## config.mk

```make
export PLATFORM = sky130hd
export DESIGN_NAME = rv32_core
export DESIGN_NICKNAME = d
export VERILOG_FILES = /design/src/common/core_pkg.sv /design/src/fetch/fetch_unit.sv /design/src/logic/instruction_queue.sv /design/src/logic/register_file.sv /design/src/execute/execute_unit.sv /design/src/logic/rv32_core.sv
export SDC_FILE = /design/constraint.sdc
export NUM_CORES = 2
export LEC_CHECK = 0
export ABC_AREA = 1
export BUFFER_PORTS_ARGS = -buffer_cell sky130_fd_sc_hd__buf_2
export CORE_AREA = 2 2 438 526
export CTS_BUF_LIST = sky130_fd_sc_hd__clkbuf_8
export DETAILED_ROUTE_END_ITERATION = 8
export DIE_AREA = 0 0 440 528
export PLACE_DENSITY = 0.6
export SLEW_MARGIN = 5
export SYNTH_ARGS = -nofsm -noshare
export SYNTH_HDL_FRONTEND = slang
export SYNTH_SLANG_ARGS = --single-unit
```

## constraint.sdc

```tcl
create_clock -name clk -period 6.92 [get_ports clk]
set_clock_uncertainty 0.05 [all_clocks]
set_input_delay 0.346 -clock clk [delete_from_list [all_inputs] [get_ports clk]]
set_output_delay 0.346 -clock clk [all_outputs]
set_load 0.05 [all_outputs]
```

## src/common/core_pkg.sv

```systemverilog
`default_nettype none

package core_pkg;

    localparam int XLEN = 32;
    localparam int REG_ADDR_W = 5;
    localparam int QUEUE_DEPTH = 4;

    typedef logic [XLEN-1:0] word_t;
    typedef logic [REG_ADDR_W-1:0] reg_addr_t;

    localparam word_t RESET_PC = '0;

    // major opcodes of the kept instructions
    localparam logic [6:0] OPC_OP = 7'b0110011;
    localparam logic [6:0] OPC_OP_IMM = 7'b0010011;
    localparam logic [6:0] OPC_LUI = 7'b0110111;
    localparam logic [6:0] OPC_JAL = 7'b1101111;

    typedef enum logic [2:0] {
        ALU_ADD,
        ALU_SUB,
        ALU_AND,
        ALU_OR,
        ALU_XOR
    } alu_op_t;

    // one fetched instruction with its address
    typedef struct packed {
        word_t pc;
        word_t instr;
    } fetched_t;

    typedef struct packed {
        logic      en;
        reg_addr_t addr;
        word_t     data;
    } reg_write_t;

    // raised by execute for a taken jump
    typedef struct packed {
        logic  valid;
        word_t target;
    } redirect_t;

endpackage

`default_nettype wire

```

## src/fetch/fetch_unit.sv

```systemverilog
`timescale 1ns/1ps
`default_nettype none

module fetch_unit import core_pkg::*; (
    input  logic      clk,
    input  logic      rst,
    input  logic      queue_stall,
    input  redirect_t redirect,
    output logic      instr_req,
    output word_t     instr_addr,
    input  word_t     instr_data,
    input  logic      instr_done,
    output logic      fetch_done,
    output fetched_t  fetched
);

    word_t pc; // next address to fetch
    word_t next_pc;
    logic  busy; // one request outstanding
    logic  drop; // outstanding request is on a flushed path
    logic  start;
    logic  accept;

    always_comb begin
        start = (!busy || instr_done) && !queue_stall; // next request follows the response
        accept = busy && instr_done && !drop;
        if (redirect.valid) begin
            next_pc = redirect.target;
        end else if (accept) begin
            next_pc = pc + word_t'(4);
        end else begin
            next_pc = pc;
        end
        instr_req = busy;
        fetch_done = accept;
        fetched.pc = instr_addr;
        fetched.instr = instr_data;
    end

    always_ff @(posedge clk) begin
        if (!rst) begin
            pc <= RESET_PC;
            busy <= 1'b0;
            drop <= 1'b0;
        end else begin
            if (start) begin
                busy <= 1'b1;
            end else if (instr_done) begin
                busy <= 1'b0;
            end

            // a response landing with the redirect is thrown away by the flush
            if (instr_done) begin
                drop <= 1'b0;
            end else if (redirect.valid && busy) begin
                drop <= 1'b1;
            end

            pc <= next_pc;
        end
    end

    // address is latched per request so a redirect cannot disturb it
    always_ff @(posedge clk) begin
        if (start) begin
            instr_addr <= next_pc;
        end
    end

    addr_held: assert property (@(posedge clk) disable iff (!rst)
        instr_req && !instr_done |=> instr_req && $stable(instr_addr))
        else $error("instr_addr changed while a request was outstanding");

endmodule

`default_nettype wire

```

## src/logic/instruction_queue.sv

```systemverilog
`timescale 1ns/1ps
`default_nettype none

module instruction_queue import core_pkg::*; #(
    parameter int DEPTH = QUEUE_DEPTH
) (
    input  logic     clk,
    input  logic     rst,
    input  logic     fetch_done,
    input  fetched_t fetched,
    input  logic     flush,
    output logic     queue_stall,
    output logic     queue_done,
    output fetched_t head
);

    typedef logic [$clog2(DEPTH)-1:0] ptr_t;
    typedef logic [$clog2(DEPTH+1)-1:0] count_t;

    fetched_t entries [DEPTH];
    ptr_t     rd_ptr;
    ptr_t     wr_ptr;
    count_t   count;
    logic     push;
    logic     pop;

    // wraps at DEPTH, so depths that are not a power of two work too
    function automatic ptr_t next_ptr(input ptr_t ptr);
        return (ptr == ptr_t'(DEPTH - 1)) ? '0 : ptr + 1'b1;
    endfunction

    always_comb begin
        queue_done = count != '0;
        queue_stall = count == count_t'(DEPTH);
        head = entries[rd_ptr];
        push = fetch_done && !flush; // flush beats a same-cycle push
        pop = queue_done && !flush; // execute takes the head every cycle
    end

    always_ff @(posedge clk) begin
        if (!rst || flush) begin
            rd_ptr <= '0;
            wr_ptr <= '0;
            count <= '0;
        end else begin
            if (push) begin
                wr_ptr <= next_ptr(wr_ptr);
            end
            if (pop) begin
                rd_ptr <= next_ptr(rd_ptr);
            end
            count <= count + count_t'(push) - count_t'(pop);
        end
    end

    always_ff @(posedge clk) begin
        if (push) begin
            entries[wr_ptr] <= fetched;
        end
    end

    no_push_when_full: assert property (@(posedge clk) disable iff (!rst)
        fetch_done |-> !queue_stall)
        else $error("instruction pushed into a full queue");

endmodule

`default_nettype wire

```

## src/logic/register_file.sv

```systemverilog
`timescale 1ns/1ps
`default_nettype none

module register_file import core_pkg::*; (
    input  logic       clk,
    input  logic       rst,
    input  reg_addr_t  rs1,
    input  reg_addr_t  rs2,
    output word_t      rs1_data,
    output word_t      rs2_data,
    input  reg_write_t write
);

    word_t regs [2**REG_ADDR_W];

    // reads see the old value until the write edge
    always_comb begin
        rs1_data = regs[rs1];
        rs2_data = regs[rs2];
    end

    always_ff @(posedge clk) begin
        if (!rst) begin
            for (int i = 0; i < 2**REG_ADDR_W; i++) begin
                regs[i] <= '0;
            end
        end else if (write.en && write.addr != '0) begin // x0 stays zero
            regs[write.addr] <= write.data;
        end
    end

endmodule

`default_nettype wire

```

## src/execute/execute_unit.sv

```systemverilog
`timescale 1ns/1ps
`default_nettype none

module execute_unit import core_pkg::*; (
    input  logic       queue_done,
    input  fetched_t   head,
    output reg_addr_t  rs1,
    output reg_addr_t  rs2,
    input  word_t      rs1_data,
    input  word_t      rs2_data,
    output reg_write_t write,
    output redirect_t  redirect,
    output logic       retire_valid,
    output word_t      retire_pc
);

    logic [6:0] opcode;
    logic [2:0] funct3;
    reg_addr_t  rd;
    word_t      imm_i;
    word_t      imm_j;
    word_t      imm_u;
    alu_op_t    alu_op;
    logic       alu_ok; // funct3 names one of the kept operations
    word_t      operand_b;
    word_t      alu_result;
    logic       is_op;
    logic       is_op_imm;
    logic       is_lui;
    logic       is_jal;

    always_comb begin
        opcode = head.instr[6:0];
        rd = head.instr[11:7];
        funct3 = head.instr[14:12];
        rs1 = head.instr[19:15];
        rs2 = head.instr[24:20];

        imm_i = {{20{head.instr[31]}}, head.instr[31:20]};
        imm_j = {{11{head.instr[31]}}, head.instr[31], head.instr[19:12],
                 head.instr[20], head.instr[30:21], 1'b0};
        imm_u = {head.instr[31:12], 12'b0};

        is_op = opcode == OPC_OP;
        is_op_imm = opcode == OPC_OP_IMM;
        is_lui = opcode == OPC_LUI;
        is_jal = opcode == OPC_JAL;
    end

    // register and immediate forms share the funct3 table
    always_comb begin
        alu_op = ALU_ADD;
        alu_ok = 1'b1;
        case (funct3)
            3'b000: alu_op = (is_op && head.instr[30]) ? ALU_SUB : ALU_ADD; // bit 30 picks sub
            3'b100: alu_op = ALU_XOR;
            3'b110: alu_op = ALU_OR;
            3'b111: alu_op = ALU_AND;
            default: alu_ok = 1'b0;
        endcase
    end

    always_comb begin
        operand_b = is_op ? rs2_data : imm_i;
        case (alu_op)
            ALU_SUB: alu_result = rs1_data - operand_b;
            ALU_AND: alu_result = rs1_data & operand_b;
            ALU_OR:  alu_result = rs1_data | operand_b;
            ALU_XOR: alu_result = rs1_data ^ operand_b;
            default: alu_result = rs1_data + operand_b;
        endcase
    end

    always_comb begin
        retire_valid = queue_done;
        retire_pc = head.pc;

        write.en = queue_done && (is_lui || is_jal || ((is_op || is_op_imm) && alu_ok));
        write.addr = rd;
        if (is_jal) begin
            write.data = head.pc + word_t'(4); // link address
        end else if (is_lui) begin
            write.data = imm_u;
        end else begin
            write.data = alu_result;
        end

        redirect.valid = queue_done && is_jal;
        redirect.target = head.pc + imm_j;
    end

endmodule

`default_nettype wire

```

## src/logic/rv32_core.sv

```systemverilog
`timescale 1ns/1ps
`default_nettype none

module rv32_core import core_pkg::*; (
    input  logic       clk,
    input  logic       rst,
    output logic       instr_req,
    output word_t      instr_addr,
    input  word_t      instr_data,
    input  logic       instr_done,
    output logic       retire_valid,
    output word_t      retire_pc,
    output reg_write_t retire_write
);

    logic      queue_stall;
    logic      fetch_done;
    fetched_t  fetched;
    logic      queue_done;
    fetched_t  head;
    reg_addr_t rs1;
    reg_addr_t rs2;
    word_t     rs1_data;
    word_t     rs2_data;
    redirect_t redirect;

    fetch_unit fetch (
        .clk ( clk ),
        .rst ( rst ),
        .queue_stall ( queue_stall ),
        .redirect ( redirect ),
        .instr_req ( instr_req ),
        .instr_addr ( instr_addr ),
        .instr_data ( instr_data ),
        .instr_done ( instr_done ),
        .fetch_done ( fetch_done ),
        .fetched ( fetched )
    );

    instruction_queue #(
        .DEPTH ( QUEUE_DEPTH )
    ) queue (
        .clk ( clk ),
        .rst ( rst ),
        .fetch_done ( fetch_done ),
        .fetched ( fetched ),
        .flush ( redirect.valid ), // a jump empties everything fetched after it
        .queue_stall ( queue_stall ),
        .queue_done ( queue_done ),
        .head ( head )
    );

    register_file registers (
        .clk ( clk ),
        .rst ( rst ),
        .rs1 ( rs1 ),
        .rs2 ( rs2 ),
        .rs1_data ( rs1_data ),
        .rs2_data ( rs2_data ),
        .write ( retire_write )
    );

    execute_unit execute (
        .queue_done ( queue_done ),
        .head ( head ),
        .rs1 ( rs1 ),
        .rs2 ( rs2 ),
        .rs1_data ( rs1_data ),
        .rs2_data ( rs2_data ),
        .write ( retire_write ),
        .redirect ( redirect ),
        .retire_valid ( retire_valid ),
        .retire_pc ( retire_pc )
    );

endmodule

`default_nettype wire

```

After elaboration in Yosys (flattened, before gate mapping):

Memories as Yosys holds them, arrays and structs flattened. A register that Yosys moved wholly into a read port is not among the register bits.
Index checks and enable logic that the tools add are counted.

* add/sub/neg operators: 9
* reductions and logical operators: 28
* equality and inequality tests: 14
* multiplexer cells: 24
* bitwise logic cells: 4

Operator list (count)
* 32-bit 2-to-1 mux: 6
* 32-bit one-hot mux with 4 select lines: 1
* 32-bit by 3-bit adder with 32-bit output (second input constant): 2
* 32-bit adder: 2
* 32-bit AND: 1
* 32-bit OR: 1
* 32-bit OR reduction: 1
* 32-bit subtractor: 1
* 32-bit XOR: 1
* 3-bit == test (second input constant): 5
* 7-bit by 6-bit == test with 1-bit output (second input constant): 2
* 3-bit one-hot mux with 4 select lines: 1
* 1-bit logical AND: 11
* 1-bit 2-to-1 mux: 11
* 2-bit 2-to-1 mux: 4
* 7-bit by 5-bit == test with 1-bit output (second input constant): 1
* 7-bit == test (second input constant): 1
* 3-bit by 2-bit == test with 1-bit output (second input constant): 2
* 1-bit logical NOT: 5
* 1-bit logical OR: 5
* 5-bit 2-to-1 mux: 1
* 5-bit nonzero test: 1
* 2-bit by 1-bit adder with 2-bit output (second input constant): 2
* 2-bit == test (second input constant): 2
* 9 further kinds: 9

* memories kept: 2
* logic and storage cells: 88
* bits of input ports: 35
* memory bits (writable): 1280
* output and inout port bits: 104
* register bits: 73

Memories
* registers.regs: depth 32, bits a word 32, read ports 2, clocked after memory_dff 0, write ports 32, RTL line register_file.sv:14 `word_t regs [2**REG_ADDR_W];`
* queue.entries: depth 4, bits a word 64, read ports 1, clocked after memory_dff 1, write ports 1, RTL line instruction_queue.sv:20 `fetched_t entries [DEPTH];`

Depth between registers and ports, before layout:

* depth after elaboration: 12
* mapped depth: 44
* gate-level depth less buffers: 40

Cells and area by module:

A second synthesis with hierarchy kept.

* cells, all modules: 9840
* area total of the unflattened synthesis: 78770.5 um2

Modules (own cells, without submodules)
* register_file: sequential area each 30749.5 um2, times used 1, area an instance 56681.9 um2, cells each 7191
* instruction_queue: sequential area each 7867.5 um2, times used 1, area an instance 10505.1 um2, cells each 813
* execute_unit: sequential area each 0.0 um2, times used 1, area an instance 7916.3 um2, cells each 1389
* fetch_unit: sequential area each 1641.6 um2, times used 1, area an instance 3667.3 um2, cells each 447

Worst setup path before layout:

No wires, ideal clock.

* path type: reg-to-output
* start: reg (tool-made name)
* end: out retire_write[30] (netlist bit)
* stages on the path, launching flop included: 41
* data arrival time: 5.760 ns
* setup slack: 0.764 ns
* cell sequence: dfxtp_1 buf_6 inv_4 buf_6 buf_8 buf_6 nand2_1 nand3_1 nand2_1 buf_2 buf_2 clkbuf_1 clkbuf_1 nor2_1 o311ai_0 nand3_1 nand2_1 nand2_1 [... 5 more ...] nand3_1 nand2_1 nand2_1 nand2_1 a21boi_0 o21ai_0 a21boi_0 nor2_1 nand2_1 nand2_1 a21boi_0 o21ai_0 xor2_1 nand2_1 nand2_1 nand2_1 nand2_2 buf_2

RTL lines
* end, declared: RTL line rv32_core.sv:13 `output reg_write_t retire_write`

==> flow_summary.toml <==
[outcome]
status = "finished, final reports clean"

[drt]
final_antenna_net_count = 0
wl_um = 346000
drt_iter0_drc = 10100
drc = 0
first_pass_iters = 9
via_count = 75600
wl_per_cell_um = 26.4
viasPerCell = 5.77

[timing]
worst_slew_pin_slew_ns = 1.27
layout_worst_path_cycle_share_pct = 98.7
final-hold-violation-count = 0
relSlewSlack_pct = 15.0
period_needed_ns = 6.83
finalSetupViolations = 0
finalMaxSlewViolations = 0
rsz0062_at_grt = "yes"
fmax_ghz = 0.146

[clocking]
htree_levels = 4
cts_max_path_buffers = 3
cts_tree = "built"
cts_sinks = 1355
worst_skew_pair.late_latency_ns = 1.05
path_clk_slew_ns = 0.07
clockRootBuffer = "clkbuf_8"
numCtsBuffers = 225

[setup_path]
critical_path_buf_inv_count = 8
criticalPathCategory = "flop to output pin"
slowest_delay_ns = 0.64
start_kind = "flop"
crit_arrival_ns = 6.43
crit_required_ns = 6.52
worstPathMaxFanout = 49
cpMostUsedCell = "nand2_1"
crit_family = "compound AO/OA/AOI/OAI gates"
crit_path_end_kind = "output pin"
cpMaxStageDelayCell = "o311ai_0"

[global_route]
grt_overflow = 0
antenna_found_initial = 15
grt_max_degree = 123
grt_usage_pct = 28.6
grt_pass1_wl_um = 487000
first_global_vias = 72200

[synth]
yosysUniqueCellTypes = 67
ys_top_cells_by_count = "nand2_1, nor2_1, edfxtp_1, inv_1, nand3_1"
syn_area_um2 = 79200
yosysWarnings = 0
synth_most_common_cell = "nand2_1"
synth_cells = 9628
ys_seq_area_share_pct = 50.9
async_flop_share_pct = 0
synth_top_area_cell = "edfxtp_1"
synth_edf_count = 1312
synth_top_area_share_pct = 49.8
yosys_most_used_dff = "edfxtp_1"
postSynthAreaPerCell_um2 = 8.22
synthTopCellsByArea = "edfxtp_1, nand2_1, nand3_1, nor2_1, inv_1"
ys_ff_latch = 1355

[floorplanning]
ios = 139
die_y_um = 528
die_w_um = 440
dieArea_um2 = 232000
design.core.area_um2 = 227000
num_rows = 192
start_util_pct = 34.8

[placed_design]
post-place-cells = 12500
io_buffers = 138
place_congestion = 0.947
placed_cell_area_um2 = 85400
place_hpwl_um = 209000

[run]
cap_viol_max_count = 0

[cells_and_area]
drive_above_1_share_pct = 12.9
final_cells = 13100
fin_area_um2 = 93200
areaGrowthSynthToFinish_pct = 17.8
nNetsFinal = 10100

[min_path]
hold_class = "primary input to flop"
## state kept, by name (all words and copies together) (netlist names), named ones only
name              cells
queue.rd_ptr          2
fetch.pc             32
queue.entries       256
fetch.instr_req       1
queue.wr_ptr          2
registers.regs     1024
fetch.drop            1
fetch.instr_addr     32
queue.count           3
## through the flow
step                      hold slack [ns]  util, %  setup TNS, ns  worst slack [ns]
after floorplan                     0.375        -              0             0.764
after global placement              0.411     37.5          -7.61            -0.272
after detailed placement            0.433     37.5          -3.06            -0.124
after CTS                         0.00245     40.6        -0.0121           -0.0117
after global routing               0.0598     41.0          -1.24            -0.171
final                              0.0917     41.0              0            0.0934
## what timing repair did
action | 4_1_cts | 5_1_grt
buffers inserted | 41 | 29
endpoints found under the setup margin | 69 | 19
cloned | 35 | 8
pin swaps | 18 | 41
endpoints found under the hold margin | 142 | 0
gates resized for setup | 219 | 142
hold buffers | 42 | 0
## cell usage in the layout (no fill, tap or decap), types with 15 or more instances in the layout
cell type      netlist  routed
nor2_4               4      18
o21ai_0            505     480
nor3_1              33      30
clkinv_1             7      75
xnor2_1             15      15
buf_2              244     112
inv_1             1306    1360
edfxtp_1          1312    1312
o221ai_1           115     115
dlygate4sd3_1        0      42
o22ai_1             40      40
xor2_1              66      66
bufbuf_16            0      26
buf_12               0      98
clkinv_2             0      27
nand4_1             24      24
nor2_1            1316    1294
nor2_2              25      33
buf_6               27      32
a32oi_1             34      31
o211ai_1           108     108
a21oi_1            471     463
buf_16               0      32
o21ai_1             28      39
a21oi_2             29      34
nand2_1           1772    1695
inv_2               46      42
ha_1               135     133
clkbuf_8             0     232
dfxtp_1             43      41
nand3_1           1230    1211
nand2_2             20      82
nand2_4              1      15
o311ai_0            91      85
buf_4               33     368
nand3_4              1      15
conb_1               1      32
## per-layer routing
| layer | vias to the layer above | share of wire (%) | global-route usage (%) |
|---|---|---|---|
| li1 | 32800 | - | - |
| met1 | 35900 | 35 | 33.9 |
| met2 | 5444 | 44 | 44.9 |
| met3 | 1525 | 13 | 8.11 |
| met4 | 12 | 8.0 | 19.2 |
| met5 | - | 0.019 | 0.0628 |
## worst paths after layout
kind                  start               endpoint  slack, ns  cells past startpoint
min          instr_data[19]   queue.entries[0][19]       0.09                      2
min reg2reg     fetch.pc[0]            fetch.pc[0]       0.44                      2
max reg2reg            flop  registers.regs[5][22]       0.33                     23
max                    flop       retire_write[28]       0.09                     26
## final cells by class
class,instances,area [um2]
flip-flops and latches,1355,40300
clock buffers,232,3190
repair buffers,728,8130
inverters,1361,5200
multi-input cells,6246,31600
fillers,22400,134000
clock inverters,178,1060
well taps,3007,3760
repair inverters,1,8.76
diodes,6,15.0
## cells by family after synthesis
logic type,share of synthesized area (%)
other,0.00474
adders and majority gates,2.21
xor gates and xnor gates,0.896
and+or+nand+nor,23.7
DFF,50.9
AOI/OAI and AO/OA,11.7
buffers and inverters,10.6
muxes,0.0126
Power is not shown: default switching activity piles up to over one toggle a cycle in this logic, so the estimate is an artifact.
